### config.mk
export PLATFORM = sky130hd
export DESIGN_NAME = uart_top
export DESIGN_NICKNAME = d
export VERILOG_FILES = /design/src/common/uart_pkg.sv /design/src/rtl/uart_top.sv /design/src/rtl/uart_regs.sv /design/src/uart_tx/uart_tx.sv /design/src/uart_rx/uart_rx.sv /design/src/rtl/uart_baud.sv
export VERILOG_INCLUDE_DIRS = /design/src /design/src/common
export SDC_FILE = /design/constraint.sdc
export NUM_CORES = 1
export LEC_CHECK = 0
export ABC_AREA = 1
export CORE_MARGIN = 5
export CORE_UTILIZATION = 43
export DETAILED_ROUTE_END_ITERATION = 16
export DONT_BUFFER_PORTS = 1
export SETUP_SLACK_MARGIN = 0.1
export SLEW_MARGIN = 40
export SYNTH_ARGS = -nofsm -noshare
export SYNTH_HDL_FRONTEND = slang
export SYNTH_SLANG_ARGS = --single-unit
### constraint.sdc
create_clock -name sys_clk -period 1.8 [get_ports sys_clk]
set_input_delay 0.36 -clock sys_clk [delete_from_list [all_inputs] [get_ports sys_clk]]
set_output_delay 0.36 -clock sys_clk [all_outputs]
set_load 0.005 [all_outputs]
### src/common/uart_defines.svh
`ifndef UART_DEFINES_SVH
`define UART_DEFINES_SVH

// frame format
`define UART_WORD_LEN 8

// ticks per bit cell
`define UART_OVERSAMPLE 16

// tick index of the bit middle, where the start bit is checked
`define UART_MID_TICK 7

// last tick of a bit cell
`define UART_LAST_TICK 15

// baud divisor after reset
`define UART_DIV_RESET 4

`define UART_DIV_W 16

`endif
### src/common/uart_pkg.sv
`default_nettype none

package uart_pkg;

  // receiver states, the start cell is checked at its middle before data sampling
  typedef enum logic [2:0] {
    RX_IDLE   = 3'd0,
    RX_START  = 3'd1,
    RX_WAIT   = 3'd2,
    RX_SAMPLE = 3'd3,
    RX_STOP   = 3'd4
  } rx_state_t;

  typedef enum logic [1:0] {
    TX_IDLE  = 2'd0,
    TX_START = 2'd1,
    TX_DATA  = 2'd2,
    TX_STOP  = 2'd3
  } tx_state_t;

  // host register map
  typedef enum logic [1:0] {
    ADDR_DIV    = 2'd0,
    ADDR_TXDATA = 2'd1,
    ADDR_RXDATA = 2'd2,
    ADDR_STATUS = 2'd3
  } reg_addr_t;

endpackage

`default_nettype wire

### src/rtl/uart_top.sv
`default_nettype none

`include "uart_defines.svh"

module uart_top (
  input  logic                sys_clk,
  input  logic                sys_rst_l,
  input  logic                reg_wr,
  input  logic                reg_rd,
  input  uart_pkg::reg_addr_t reg_addr,
  input  logic [15:0]         reg_wdata,
  output logic [15:0]         reg_rdata,
  input  logic                rxd,
  output logic                txd,
  output logic                irq
);

  logic [`UART_DIV_W-1:0]    divisor;
  logic                      div_load;
  logic                      os_tick;
  logic                      tx_start;
  logic [`UART_WORD_LEN-1:0] tx_byte;
  logic                      tx_busy;
  logic [`UART_WORD_LEN-1:0] rx_byte;
  logic                      rx_ready;
  logic                      rx_frame_err;

  uart_regs u_regs (
    .sys_clk      (sys_clk),
    .sys_rst_l    (sys_rst_l),
    .reg_wr       (reg_wr),
    .reg_rd       (reg_rd),
    .reg_addr     (reg_addr),
    .reg_wdata    (reg_wdata),
    .reg_rdata    (reg_rdata),
    .divisor      (divisor),
    .div_load     (div_load),
    .tx_start     (tx_start),
    .tx_byte      (tx_byte),
    .tx_busy      (tx_busy),
    .rx_byte      (rx_byte),
    .rx_ready     (rx_ready),
    .rx_frame_err (rx_frame_err),
    .irq          (irq)
  );

  uart_baud u_baud (
    .sys_clk   (sys_clk),
    .sys_rst_l (sys_rst_l),
    .divisor   (divisor),
    .div_load  (div_load),
    .os_tick   (os_tick)
  );

  uart_rx u_rx (
    .sys_clk      (sys_clk),
    .sys_rst_l    (sys_rst_l),
    .os_tick      (os_tick),
    .rxd          (rxd),
    .rx_byte      (rx_byte),
    .rx_ready     (rx_ready),
    .rx_frame_err (rx_frame_err)
  );

  uart_tx u_tx (
    .sys_clk   (sys_clk),
    .sys_rst_l (sys_rst_l),
    .os_tick   (os_tick),
    .tx_start  (tx_start),
    .tx_byte   (tx_byte),
    .txd       (txd),
    .tx_busy   (tx_busy)
  );

endmodule

`default_nettype wire

### src/rtl/uart_regs.sv
`default_nettype none

`include "uart_defines.svh"

module uart_regs (
  input  logic                      sys_clk,
  input  logic                      sys_rst_l,
  input  logic                      reg_wr,
  input  logic                      reg_rd,
  input  uart_pkg::reg_addr_t       reg_addr,
  input  logic [15:0]               reg_wdata,
  output logic [15:0]               reg_rdata,
  output logic [`UART_DIV_W-1:0]    divisor,
  output logic                      div_load,
  output logic                      tx_start,
  output logic [`UART_WORD_LEN-1:0] tx_byte,
  input  logic                      tx_busy,
  input  logic [`UART_WORD_LEN-1:0] rx_byte,
  input  logic                      rx_ready,
  input  logic                      rx_frame_err,
  output logic                      irq
);

  import uart_pkg::*;

  logic                      wr_div;
  logic                      tx_accept;
  logic                      rd_rx;
  logic                      rd_status;
  logic                      rx_store;
  logic                      rx_valid;
  logic                      overrun_q;
  logic                      framing_q;
  logic [`UART_WORD_LEN-1:0] rx_data;

  assign wr_div    = reg_wr && (reg_addr == ADDR_DIV);
  // tx_start still high means tx_busy has not risen yet
  assign tx_accept = reg_wr && (reg_addr == ADDR_TXDATA) && !tx_busy && !tx_start;
  assign rd_rx     = reg_rd && (reg_addr == ADDR_RXDATA);
  assign rd_status = reg_rd && (reg_addr == ADDR_STATUS);
  assign rx_store  = rx_ready && (!rx_valid || rd_rx);

  always_ff @(posedge sys_clk) begin
    if (!sys_rst_l) begin
      divisor  <= `UART_DIV_W'(`UART_DIV_RESET);
      div_load <= 1'b0;
      tx_start <= 1'b0;
    end else begin
      if (wr_div) begin
        divisor <= reg_wdata[`UART_DIV_W-1:0];
      end
      // the reload follows the write so the baud counter sees the new value
      div_load <= wr_div;
      tx_start <= tx_accept;
    end
  end

  always_ff @(posedge sys_clk) begin
    if (tx_accept) begin
      tx_byte <= reg_wdata[`UART_WORD_LEN-1:0];
    end
    if (rx_store) begin
      rx_data <= rx_byte;
    end
  end

  // a new byte wins over a clearing read in the same cycle
  always_ff @(posedge sys_clk) begin
    if (!sys_rst_l) begin
      rx_valid  <= 1'b0;
      overrun_q <= 1'b0;
      framing_q <= 1'b0;
    end else begin
      if (rx_store) begin
        rx_valid <= 1'b1;
      end else if (rd_rx) begin
        rx_valid <= 1'b0;
      end
      if (rx_ready && !rx_store) begin
        overrun_q <= 1'b1;
      end else if (rd_status) begin
        overrun_q <= 1'b0;
      end
      if (rx_ready && rx_frame_err) begin
        framing_q <= 1'b1;
      end else if (rd_status) begin
        framing_q <= 1'b0;
      end
    end
  end

  always_ff @(posedge sys_clk) begin
    if (!sys_rst_l) begin
      reg_rdata <= '0;
    end else if (reg_rd) begin
      case (reg_addr)
        ADDR_DIV:    reg_rdata <= 16'(divisor);
        ADDR_TXDATA: reg_rdata <= 16'(tx_byte);
        ADDR_RXDATA: reg_rdata <= 16'(rx_data);
        ADDR_STATUS: reg_rdata <= {12'h000, framing_q, overrun_q, rx_valid, tx_busy};
        default:     reg_rdata <= '0;
      endcase
    end
  end

  assign irq = rx_valid;

endmodule

`default_nettype wire

### src/uart_tx/uart_tx.sv
`default_nettype none

`include "uart_defines.svh"

module uart_tx (
  input  logic                      sys_clk,
  input  logic                      sys_rst_l,
  input  logic                      os_tick,
  input  logic                      tx_start,
  input  logic [`UART_WORD_LEN-1:0] tx_byte,
  output logic                      txd,
  output logic                      tx_busy
);

  import uart_pkg::*;

  localparam int TICK_W = $clog2(`UART_OVERSAMPLE);
  localparam int BIT_W  = $clog2(`UART_WORD_LEN);

  tx_state_t                 state;
  logic [TICK_W-1:0]         tick_cnt;
  logic [BIT_W-1:0]          bit_cnt;
  logic [`UART_WORD_LEN-1:0] load_q;
  logic [`UART_WORD_LEN-1:0] shift_q;
  logic                      go;
  logic                      bit_end;

  assign go      = (state == TX_IDLE) && tx_start;
  assign bit_end = os_tick && (tick_cnt == TICK_W'(`UART_LAST_TICK));
  assign tx_busy = (state != TX_IDLE);

  always_ff @(posedge sys_clk) begin
    if (!sys_rst_l) begin
      tick_cnt <= '0;
    end else if (go) begin
      tick_cnt <= '0;
    end else if (os_tick) begin
      tick_cnt <= tick_cnt + TICK_W'(1);
    end
  end

  always_ff @(posedge sys_clk) begin
    if (!sys_rst_l) begin
      state   <= TX_IDLE;
      bit_cnt <= '0;
      txd     <= 1'b1;
    end else begin
      case (state)
        TX_IDLE: begin
          if (tx_start) begin
            state <= TX_START;
            txd   <= 1'b0;
          end
        end
        TX_START: begin
          if (bit_end) begin
            state   <= TX_DATA;
            bit_cnt <= '0;
            txd     <= load_q[0];
          end
        end
        TX_DATA: begin
          if (bit_end) begin
            if (bit_cnt == BIT_W'(`UART_WORD_LEN - 1)) begin
              state <= TX_STOP;
              txd   <= 1'b1;
            end else begin
              bit_cnt <= bit_cnt + BIT_W'(1);
              txd     <= shift_q[0];
            end
          end
        end
        TX_STOP: begin
          if (bit_end) begin
            state <= TX_IDLE;
          end
        end
        default: begin
          state <= TX_IDLE;
          txd   <= 1'b1;
        end
      endcase
    end
  end

  // shift_q always holds the bits still to be sent after the current one
  always_ff @(posedge sys_clk) begin
    if (go) begin
      load_q <= tx_byte;
    end
    if (state == TX_START && bit_end) begin
      shift_q <= load_q >> 1;
    end else if (state == TX_DATA && bit_end) begin
      shift_q <= shift_q >> 1;
    end
  end

endmodule

`default_nettype wire

### src/uart_rx/uart_rx.sv
`default_nettype none

`include "uart_defines.svh"

module uart_rx (
  input  logic                      sys_clk,
  input  logic                      sys_rst_l,
  input  logic                      os_tick,
  input  logic                      rxd,
  output logic [`UART_WORD_LEN-1:0] rx_byte,
  output logic                      rx_ready,
  output logic                      rx_frame_err
);

  import uart_pkg::*;

  localparam int TICK_W = $clog2(`UART_OVERSAMPLE);
  localparam int BIT_W  = $clog2(`UART_WORD_LEN + 1);

  logic                      rxd_meta;
  logic                      rxd_s;
  logic [TICK_W-1:0]         tick_cnt;
  logic [BIT_W-1:0]          bit_cnt;
  logic [`UART_WORD_LEN-1:0] shift_q;
  rx_state_t                 state;
  rx_state_t                 next_state;
  logic                      tick_clr;
  logic                      shift_en;
  logic                      bit_inc;
  logic                      bit_clr;
  logic                      ready_in;
  logic                      stop_bad;

  // the line idles high, so the synchronizer resets to one
  always_ff @(posedge sys_clk) begin
    if (!sys_rst_l) begin
      rxd_meta <= 1'b1;
      rxd_s    <= 1'b1;
    end else begin
      rxd_meta <= rxd;
      rxd_s    <= rxd_meta;
    end
  end

  // free running within a frame, wraps every 16 ticks
  always_ff @(posedge sys_clk) begin
    if (!sys_rst_l) begin
      tick_cnt <= '0;
    end else if (tick_clr) begin
      tick_cnt <= '0;
    end else if (os_tick) begin
      tick_cnt <= tick_cnt + TICK_W'(1);
    end
  end

  always_ff @(posedge sys_clk) begin
    if (!sys_rst_l) begin
      bit_cnt <= '0;
    end else if (bit_clr) begin
      bit_cnt <= '0;
    end else if (bit_inc) begin
      bit_cnt <= bit_cnt + BIT_W'(1);
    end
  end

  // lsb arrives first and ends up at bit 0 after the last shift
  always_ff @(posedge sys_clk) begin
    if (shift_en) begin
      shift_q <= {rxd_s, shift_q[`UART_WORD_LEN-1:1]};
    end
  end

  always_ff @(posedge sys_clk) begin
    if (!sys_rst_l) begin
      state <= RX_IDLE;
    end else begin
      state <= next_state;
    end
  end

  always_comb begin
    next_state = state;
    tick_clr   = 1'b0;
    shift_en   = 1'b0;
    bit_inc    = 1'b0;
    bit_clr    = 1'b0;
    ready_in   = 1'b0;
    stop_bad   = 1'b0;
    case (state)
      RX_IDLE: begin
        bit_clr = 1'b1;
        // the detecting tick counts as tick 0 of the start cell
        if (os_tick && !rxd_s) begin
          next_state = RX_START;
        end else begin
          tick_clr = 1'b1;
        end
      end
      RX_START: begin
        if (os_tick && tick_cnt == TICK_W'(`UART_MID_TICK)) begin
          tick_clr = 1'b1;
          if (rxd_s) begin
            next_state = RX_IDLE;
          end else begin
            next_state = RX_WAIT;
          end
        end
      end
      RX_WAIT: begin
        // 16 ticks after the previous sample point
        if (os_tick && tick_cnt == TICK_W'(`UART_LAST_TICK)) begin
          if (bit_cnt == BIT_W'(`UART_WORD_LEN)) begin
            next_state = RX_STOP;
          end else begin
            next_state = RX_SAMPLE;
          end
        end
      end
      RX_SAMPLE: begin
        shift_en   = 1'b1;
        bit_inc    = 1'b1;
        next_state = RX_WAIT;
      end
      RX_STOP: begin
        ready_in   = 1'b1;
        stop_bad   = !rxd_s;
        next_state = RX_IDLE;
      end
      default: begin
        next_state = RX_IDLE;
      end
    endcase
  end

  always_ff @(posedge sys_clk) begin
    if (!sys_rst_l) begin
      rx_ready     <= 1'b0;
      rx_frame_err <= 1'b0;
    end else begin
      rx_ready     <= ready_in;
      rx_frame_err <= ready_in && stop_bad;
    end
  end

  assign rx_byte = shift_q;

endmodule

`default_nettype wire

### src/rtl/uart_baud.sv
`default_nettype none

`include "uart_defines.svh"

module uart_baud (
  input  logic                   sys_clk,
  input  logic                   sys_rst_l,
  input  logic [`UART_DIV_W-1:0] divisor,
  input  logic                   div_load,
  output logic                   os_tick
);

  logic [`UART_DIV_W-1:0] div_cnt;

  // counts divisor down to one, so the tick period is divisor cycles
  // a divisor of zero behaves like one
  always_ff @(posedge sys_clk) begin
    if (!sys_rst_l) begin
      div_cnt <= `UART_DIV_W'(`UART_DIV_RESET);
      os_tick <= 1'b0;
    end else if (div_load) begin
      div_cnt <= divisor;
      os_tick <= 1'b0;
    end else if (div_cnt <= `UART_DIV_W'(1)) begin
      div_cnt <= divisor;
      os_tick <= 1'b1;
    end else begin
      div_cnt <= div_cnt - `UART_DIV_W'(1);
      os_tick <= 1'b0;
    end
  end

endmodule

`default_nettype wire

==> impl_metrics.yaml, run 1 <==
detailed_routing:
  vias: 3796
  postRouteAntennaNets: 0
  wl_um: 10930
  drc_errors: 0
  drt_pre_antenna_iters: 6
  wire_per_inst_um: 14.56
  via_per_inst: 5.055
  drt_iter0_markers: 257
power_and_ir_drop:
  combPwrFrac_pct: 21.7
  leakagePower_nw: 2.357
  p_sw_share_pct: 30.61
  p_sw_mw: 2.520
  p_per_area_mw_per_mm2: 1415
  power.internal_mw: 5.712
  irDropWorstVdd_mv: 0.8144
  seqPwrFrac_pct: 39.3
  pwr-share-clk_pct: 39.0
  total_power_mw: 8.232
worst_setup_path:
  end_kind: "flip-flop"
  r2r_start: "u_tx.tick_cnt[1]"
  required_ns: 1.95
  worstSetupStartpointType: "flip-flop"
  crit_fanout: 9
  arrival_ns: 1.74
  cp_top_family: "simple AND/OR/NAND/NOR gates"
  worstSetupPathType: "flip-flop to flip-flop"
  cpMaxStageDelayCell: "dfxtp_1"
  critical_path_buf_inv_count: 0
  r2r_slack_ns: 0.21
  crit_end: "u_tx.shift_q[2]"
  r2r_end: "u_tx.shift_q[2]"
  path_depth: 5
  crit_chain: "ha_2 -> nand3_1 -> nor2_4 -> nand2_4 -> mux2_2"
  worstSetupStartpoint: "u_tx.tick_cnt[1]"
  cp_slowest_stage_delay_ns: 0.36
  r2r_cells: 5
job:
  drv_cap: 0
floorplan:
  chipWidth_um: 118.2
  die_area_mm2: 0.01397
  io_pins: 41
  die-height_um: 118.2
  coreArea_mm2: 0.01147
  rows: 39
  start_util_pct: 43.90
cts:
  numCtsBuffers: 17
  clk_latency_ns: 0.40
  clk_pin_slew_worst_paths_ns: 0.06
  clockRootBuffer: "clkbuf_16"
  clock-sinks: 118
  cts_tree: "done"
  cts_max_level: 4
  cts_buffer_depth: 2
sta:
  fmax_mhz: 630.7
  fin_crit_sh_pct: 88.09
  setup_viol: 0
  skew_ns: 0.004887
  max_slew_margin_pct: 69.89
  slew_violations: 0
  rsz0062_at_grt: "no"
  worst_slew_pin_slew_ns: 0.4481
  tns_ns: 0
  layout_min_cycle_time_ns: 1.586
  finalHoldViolations: 0
placed_design:
  hpwl_um: 7769
  gp_congestion: 0.8356
  place_inst: 713
  port_buffers: 0
layout:
  layoutNonFillerInstCount: 751
  drive_gt1_share_pct: 12.17
  area_delta_synth_final_pct: 15.59
  n_antenna_cell: 0
  nets: 630
yosys:
  synth_area_mm2: 0.005034
  synth_cells: 583
  postSynth.asyncResetShare_pct: 0
  seq_area_frac_synth_pct: 54.69
  ys_types: 34
  ys_dominant_reg_cell: "dfxtp_1"
  synth.largest_area_cell: "dfxtp_1"
  ys_top_cells_by_count: "nand2_1 (125), nor2_1 (87), dfxtp_1 (79), inv_1 (49), a21oi_1 (42)"
  yosys_register_bits: 118
  yosys_warnings: 0
  synthDominantCellAreaShare_pct: 31.42
  synth-edff-count: 39
  syn_avg_cell_area_um2: 8.634
  syn_nets: 618
  yosys-top-cells-area: "dfxtp_1 (31%), edfxtp_1 (23%), nand2_1 (9.3%), nor2_1 (6.5%), a21oi_1 (4.2%)"
  yosysMostFrequentCell: "nand2_1"
run_status:
  status: "complete, no violations"
worst_hold_path:
  holdCritStartpoint: "reg_rd"
  holdPathStages: 1
  hp-class: "primary input to flip-flop"
grt:
  antenna_found_initial: 0
  grt_pass1_vias: 3529
  grt_pass1_wl_um: 17680
  grt_overflow: 0
  track_usage_pct: 15.81
  grt_max_degree: 53
worst min-delay path by stage:
stage,end
after floorplan,u_rx.rxd_s
final,u_regs.reg_rdata[14]
after global routing,u_regs.reg_rdata[8]
after CTS,u_tx.txd
after global placement,u_rx.rxd_s
after detailed placement,u_rx.rxd_s
through the flow:
stage,hold WS (ns),cell area (um^2),util (%),setup WS [ns]
3_3_place_gp,0.4001,5139,44.81,0.2409
6_report,0.04635,5818,50.74,0.2145
5_1_grt,0.02220,5818,50.74,0.09749
3_5_place_dp,0.4043,5139,44.81,0.1588
4_1_cts,0.02550,5723,49.91,0.1468
2_1_floorplan,0.3925,5034,-,0.1281
layout by cell type, fill, tap and decap left out, drive strengths merged, types with 4 or more instances in the layout:
| master | Yosys | layout |
|---|---|---|
| nor3 | 8 | 8 |
| or2 | 4 | 4 |
| mux2 | 6 | 6 |
| nand3 | 30 | 30 |
| dfxtp | 79 | 79 |
| edfxtp | 39 | 39 |
| clkinv | 1 | 4 |
| a21oi | 42 | 42 |
| nor2 | 92 | 92 |
| clkbuf | 6 | 23 |
| ha | 12 | 12 |
| o21ai | 42 | 42 |
| xnor2 | 6 | 6 |
| buf | 12 | 10 |
| nand2 | 128 | 129 |
| nand4 | 6 | 6 |
| o211ai | 4 | 4 |
| clkinvlp | 0 | 5 |
| xor2 | 4 | 4 |
| inv | 53 | 54 |
power groups by stage:
stage          Sequential, mW  Combinational, mW  Clock, mW
5_1_grt                  3.27               2.05       3.41
3_3_place_gp             3.28               1.65          0
4_1_cts                  3.23               1.68       3.27
3_5_place_dp             3.29               1.67          0
6_report                 3.24               1.78       3.21
2_1_floorplan            3.22               1.43          0
sequential cells by signal (all words and copies together), names as in the netlist, 2 cells and up:
name / count
u_regs.rx_data: 8
u_tx.shift_q: 7
u_baud.div_cnt: 16
u_regs.reg_rdata: 16
u_tx.tick_cnt: 4
u_regs.divisor: 16
u_tx.state: 2
u_rx.state: 3
u_rx.tick_cnt: 4
u_rx.bit_cnt: 4
u_tx.load_q: 8
u_tx.bit_cnt: 3
u_rx.rx_byte: 8
u_regs.tx_byte: 8
cell type report:
cell class / instances / area (um^2)
tap: 143 / 178.9
clock buffer: 23 / 520.5
multi-input combinational: 394 / 2007
timing repair buffer: 10 / 87.58
sequential: 118 / 2754
fill: 1041 / 5649
clock inverter: 9 / 63.81
inverter: 54 / 206.4
kinds of logic (layout without fill, tap and decap cells):
group                    count (synthesis)  in the layout  synth area share (%)
adder cells (fa/ha/maj)                 12             12                 2.983
flip-flops                             118            118                 54.69
buffers and inverters                   72             96                 6.239
multiplexers                             6              6                 1.342
AND/OR/NAND/NOR                        271            272                 23.02
XOR/XNOR                                10             10                 1.740
AO/OA/AOI/OAI                           94             94                 9.992
per-layer routing:
layer / vias up / routed length (um) / track usage (%)
li1: 1949 / - / -
met1: 1760 / 5139 / 20.57
met2: 76 / 5041 / 23.84
met3: 11 / 615 / 6.495
met4: 0 / 136 / 5.448
met5: - / 0 / 0
repair_timing:
| item | 4_1_cts | 5_1_grt |
|---|---|---|
| gates resized for setup | 0 | 10 |
| setup endpoints to repair | 0 | 22 |
| hold buffers | 0 | 0 |
| setup buffers | 0 | 5 |
Note: power is estimated with default switching activity, not from simulation.
==> run 2, diff against run 1 <==
==> constraint.sdc (replaced) <==
create_clock -name sys_clk -period 1.8 [get_ports sys_clk]
set_input_delay 0.09 -clock sys_clk [delete_from_list [all_inputs] [get_ports sys_clk]]
set_output_delay 0.09 -clock sys_clk [all_outputs]
set_load 0.005 [all_outputs]
==> run 2 against run 1 <==
Count of clock-buffer cells in the layout rose by 1. Clock power fell by 3%. Via count rose by 1.9%. Combinational power rose by 8%. Critical path depth did not move. Core utilization rose by 1.8 points. Maximum frequency rose by 1.4%. Cell count rose by 2.8%. Critical path type unchanged. Largest power group unchanged.
==> impl_metrics.yaml, run 2 (same netlist as run 1, synthesis figures left out) <==
floorplan:
  rows: 39
  io_pins: 41
  die_area_mm2: 0.01397
  die-height_um: 118.2
  coreArea_mm2: 0.01147
  chipWidth_um: 118.2
  start_util_pct: 43.90
layout:
  area_delta_synth_final_pct: 19.66
  nets: 653
  n_antenna_cell: 0
  final_common_cell: "nand2_1"
  largestRegisters: "u_baud.div_cnt: 16 flops, u_regs.divisor: 16 flops, u_regs.reg_rdata: 16 flops"
  drive_gt1_share_pct: 10.49
  post-route-util_pct: 52.53
  layout_common_cells: "nand2_1 (124), nor2_1 (86), dfxtp_1 (79), inv_1 (48), a21oi_1 (42)"
detailed_routing:
  met1_length_um: 5122
  postRouteAntennaNets: 0
  met3WireLength_um: 572
  wire_per_inst_um: 14.23
  wl_met2_um: 5082
  via_per_inst: 5.012
  drt_pre_antenna_iters: 4
  wl_um: 10980
  top_layer_used: "met4"
  drc_errors: 0
  drt_iter0_markers: 204
  vias: 3869
power_and_ir_drop:
  p_per_area_mw_per_mm2: 1375
  leakagePower_nw: 2.462
  p_sw_share_pct: 30.10
  irDropWorstVdd_mv: 0.6628
  combPwrFrac_pct: 23.2
  p_sw_mw: 2.493
  pwr-share-clk_pct: 37.7
  power.internal_mw: 5.788
  seqPwrFrac_pct: 39.1
grt:
  antenna_found_initial: 0
  grt_overflow: 0
  grt_pass1_wl_um: 18200
  grt_max_degree: 52
  track_usage_pct: 16.26
  grt_pass1_vias: 3667
cts:
  clock-sinks: 118
  clk_latency_ns: 0.40
  cts_max_level: 4
  numCtsBuffers: 17
  clk_pin_slew_worst_paths_ns: 0.05
  cts_tree: "done"
  clockRootBuffer: "clkbuf_16"
  cts_buffer_depth: 2
worst_setup_path:
  crit_chain: "ha_1 -> nand3_1 -> nor2_4 -> nand2_4 -> mux2_2"
  worstSetupPathType: "flip-flop to flip-flop"
  crit_fanout: 9
  arrival_ns: 1.71
  end_kind: "flip-flop"
  required_ns: 1.95
  worstSetupStartpointType: "flip-flop"
  cp_slowest_stage_delay_ns: 0.37
  cpMaxStageDelayCell: "dfxtp_1"
worst_hold_path:
  hp-class: "primary input to flip-flop"
sta:
  max_slew_margin_pct: 67.44
  slew_violations: 0
  fin_crit_sh_pct: 86.83
  worst_slew_pin_slew_ns: 0.4847
  rsz0062_at_grt: "no"
  layout_min_cycle_time_ns: 1.563
  hold_slack_ns: 0.03826
  skew_ns: 0.009466
  tns_ns: 0
  fmax_mhz: 639.8
  setup_viol: 0
  finalHoldViolations: 0
placed_design:
  gp_congestion: 0.8191
  hpwl_um: 7766
  port_buffers: 0
job:
  drv_cap: 0
run_status:
  status: "complete, no violations"
[run 2: what timing repair did]
action | CTS | global route
setup endpoints to repair | 3 | 26
buffers inserted | 0 | 5
pin swaps | 0 | 1
gates resized for setup | 1 | 9
hold buffers | 23 | 0
endpoints found under the hold margin | 68 | 0
gates cloned | 0 | 1
[run 2: area by class of cell]
class | instances | area, um^2
Clock buffer | 24 | 461.7
Clock inverter | 6 | 80.08
Fill cell | 1017 | 5444
Inverter | 54 | 202.7
Multi-Input combinational cell | 394 | 2021
Sequential cell | 118 | 2753
Tap cell | 143 | 178.9
Timing Repair Buffer | 33 | 326.6
[run 2: power groups by stage]
stage	logic [mW]	clock network, mW	registers [mW]
global route	2.21	3.32	3.27
finish	1.92	3.12	3.24
detailed placement	1.67	0	3.28
global placement	1.65	0	3.28
floorplan	1.43	0	3.22
CTS	1.77	3.19	3.23
[run 2: through the flow]
stage | std cells | setup slack (ns) | instance area (um^2) | power [mW]
floorplan | 583 | 0.1281 | 5034 | 4.648
detailed placement | 713 | 0.1286 | 5139 | 4.951
global route | 772 | 0.09079 | 6023 | 8.812
CTS | 766 | 0.1203 | 5929 | 8.194
finish | 772 | 0.2371 | 6023 | 8.281
global placement | 713 | 0.2378 | 5139 | 4.930
[run 2: per-layer routing]
layer,track usage [%],up-vias
met5,0,-
met4,6.953,0
met3,5.492,16
met2,24.51,65
met1,21.34,1796
li1,-,1992
[run 2: worst max-delay path: cells and delay by family (launching register included)]
kind          cells  cell delay (ns)
simple gates      3             0.46
flops             1             0.37
mux               1             0.29
fa+ha+maj         1             0.21
[run 2: worst paths after layout]
kind	from	to	slack, ns	cells after the start
max	u_tx.tick_cnt[0]	u_tx.shift_q[1]	0.24	5
min reg2reg	u_rx.rxd_meta	u_rx.rxd_s	0.41	1
max reg2reg	u_tx.tick_cnt[0]	u_tx.shift_q[1]	0.24	5
min	sys_rst_l	u_rx.rx_ready	0.04	2
==> run 3, diff against run 2 <==
--- a/config.mk
+++ b/config.mk
@@ -11,6 +11,7 @@
 export CORE_UTILIZATION = 43
 export DETAILED_ROUTE_END_ITERATION = 16
 export DONT_BUFFER_PORTS = 1
+export PLACE_DENSITY_LB_ADDON = 0.2
 export SETUP_SLACK_MARGIN = 0.1
 export SLEW_MARGIN = 40
 export SYNTH_ARGS = -nofsm -noshare
==> run 3 against run 2 <==
Count of clock-buffer cells in the layout down 3. Global-route usage about the same. Largest power group is now the clock network. Critical path type unchanged. Critical endpoint is now u_baud.div_cnt[5]. Via count about the same.
==> impl_metrics.yaml, run 3 (same netlist as run 1, synthesis figures left out) <==
placed_design:
  place_inst: 713
  dpl-instance-area_mm2: 0.005139
  hpwl_um: 7798
  gp_congestion: 0.7994
  dp_slack_ns: 0.1574
  port_buffers: 0
sta:
  max_slew_margin_pct: 66.08
  worst_slack_ns: 0.2201
  tns_ns: 0
  layout_min_cycle_time_ns: 1.580
  fin_crit_sh_pct: 87.77
  skew_ns: 0.005836
  fmax_mhz: 633.0
  rsz0062_at_grt: "no"
  worst_slew_pin_slew_ns: 0.5049
  setup_viol: 0
  slew_violations: 0
  finalHoldViolations: 0
layout:
  n_antenna_cell: 0
  drive_gt1_share_pct: 11.00
  area_delta_synth_final_pct: 20.23
  largestRegisters: "u_baud.div_cnt: 16 flops, u_regs.divisor: 16 flops, u_regs.reg_rdata: 16 flops"
  final_common_cell: "nand2_1"
  final_area_mm2: 0.006052
  layoutNonFillerInstCount: 770
  nets: 649
  layout_common_cells: "nand2_1 (124), nor2_1 (85), dfxtp_1 (79), inv_1 (49), a21oi_1 (42)"
  fill_cells: 1016
detailed_routing:
  wire_per_inst_um: 14.59
  postRouteAntennaNets: 0
  drt_iter0_markers: 309
  wl_um: 11240
  vias: 3872
  drt_pre_antenna_iters: 4
  drc_errors: 0
  via_per_inst: 5.029
floorplan:
  chipWidth_um: 118.2
  rows: 39
  coreArea_mm2: 0.01147
  die-height_um: 118.2
  io_pins: 41
  start_util_pct: 43.90
  die_area_mm2: 0.01397
power_and_ir_drop:
  total_power_mw: 8.612
  irDropWorstVdd_mv: 0.6967
  leakagePower_nw: 2.468
  p_per_area_mw_per_mm2: 1423
cts:
  cts_max_level: 4
  clock-sinks: 118
  cts_buffer_depth: 2
  clk_pin_slew_worst_paths_ns: 0.05
  clk_latency_ns: 0.40
  numCtsBuffers: 17
  clockRootBuffer: "clkbuf_16"
  cts_tree: "done"
worst_setup_path:
  worstSetupStartpointType: "flip-flop"
  worstSetupPathType: "flip-flop to flip-flop"
  end_kind: "flip-flop"
  crit_fanout: 9
  arrival_ns: 1.87
  required_ns: 2.09
run_status:
  status: "complete, no violations"
grt:
  grt_max_degree: 53
  antenna_found_initial: 0
  grt_overflow: 0
  grt_pass1_vias: 3595
  grt_pass1_wl_um: 18240
  track_usage_pct: 16.30
job:
  drv_cap: 0
worst_hold_path:
  hp-class: "primary input to flip-flop"
[run 3: metrics by stage]
step | hold slack (ns) | util (%)
after floorplan | 0.1889 | -
after global placement | 0.1800 | 44.81
after detailed placement | 0.1832 | 44.81
after CTS | 0.002528 | 52.36
after global routing | 0.02202 | 52.78
final | 0.01573 | 52.78
[run 3: worst max-delay path: stages, from the launching register on]
cell and delay, ns:
dfxtp_1 0.31, inv_1 0.11, ha_2 0.22, inv_1 0.04
nand2_1 0.05, nand2_1 0.06, nor2_2 0.12, nand3_4 0.16
nand2_8 0.15, inv_2 0.08, nor2_1 0.11, nor2_1 0.06
[run 3: worst paths after layout]
check,from,slack [ns],cells after the start,end
max,u_baud.div_cnt[0],0.22,11,u_baud.div_cnt[5]
min,reg_addr[1],0.02,4,u_regs.reg_rdata[7]
max reg2reg,u_baud.div_cnt[0],0.22,11,u_baud.div_cnt[5]
min reg2reg,u_rx.rxd_meta,0.42,1,u_rx.rxd_s
[run 3: where the power goes]
| part | switching (mW) | internal, mW |
|---|---|---|
| clock network | 1.17 | 2.33 |
| logic | 1.20 | 0.670 |
| registers | 0.232 | 3.01 |
[run 3: final cells by class]
type / instances / area, um^2 / share of cell area [%]
Clock inverter: 11 / 143.9 / 2.378
Tap cell: 143 / 178.9 / 2.956
Sequential cell: 118 / 2753 / 45.48
Timing Repair Buffer: 28 / 272.8 / 4.507
Inverter: 54 / 206.4 / 3.411
Clock buffer: 21 / 481.7 / 7.959
Multi-Input combinational cell: 395 / 2016 / 33.31
[run 3: what timing repair did]
action,in CTS,in global routing
hold endpoints to repair,69,0
buffers inserted,0,0
gates resized for setup,0,7
endpoints found under the setup margin,0,24
hold buffers,23,0
[run 3: layer usage]
metal  vias to the layer above  GRT usage (%)  wire (um)
met2                        98          24.72       5242
met4                         0          6.667        155
li1                       1987              -          -
met3                        12          4.823        627
met1                      1775          21.85       5212
met5                         -              0          0
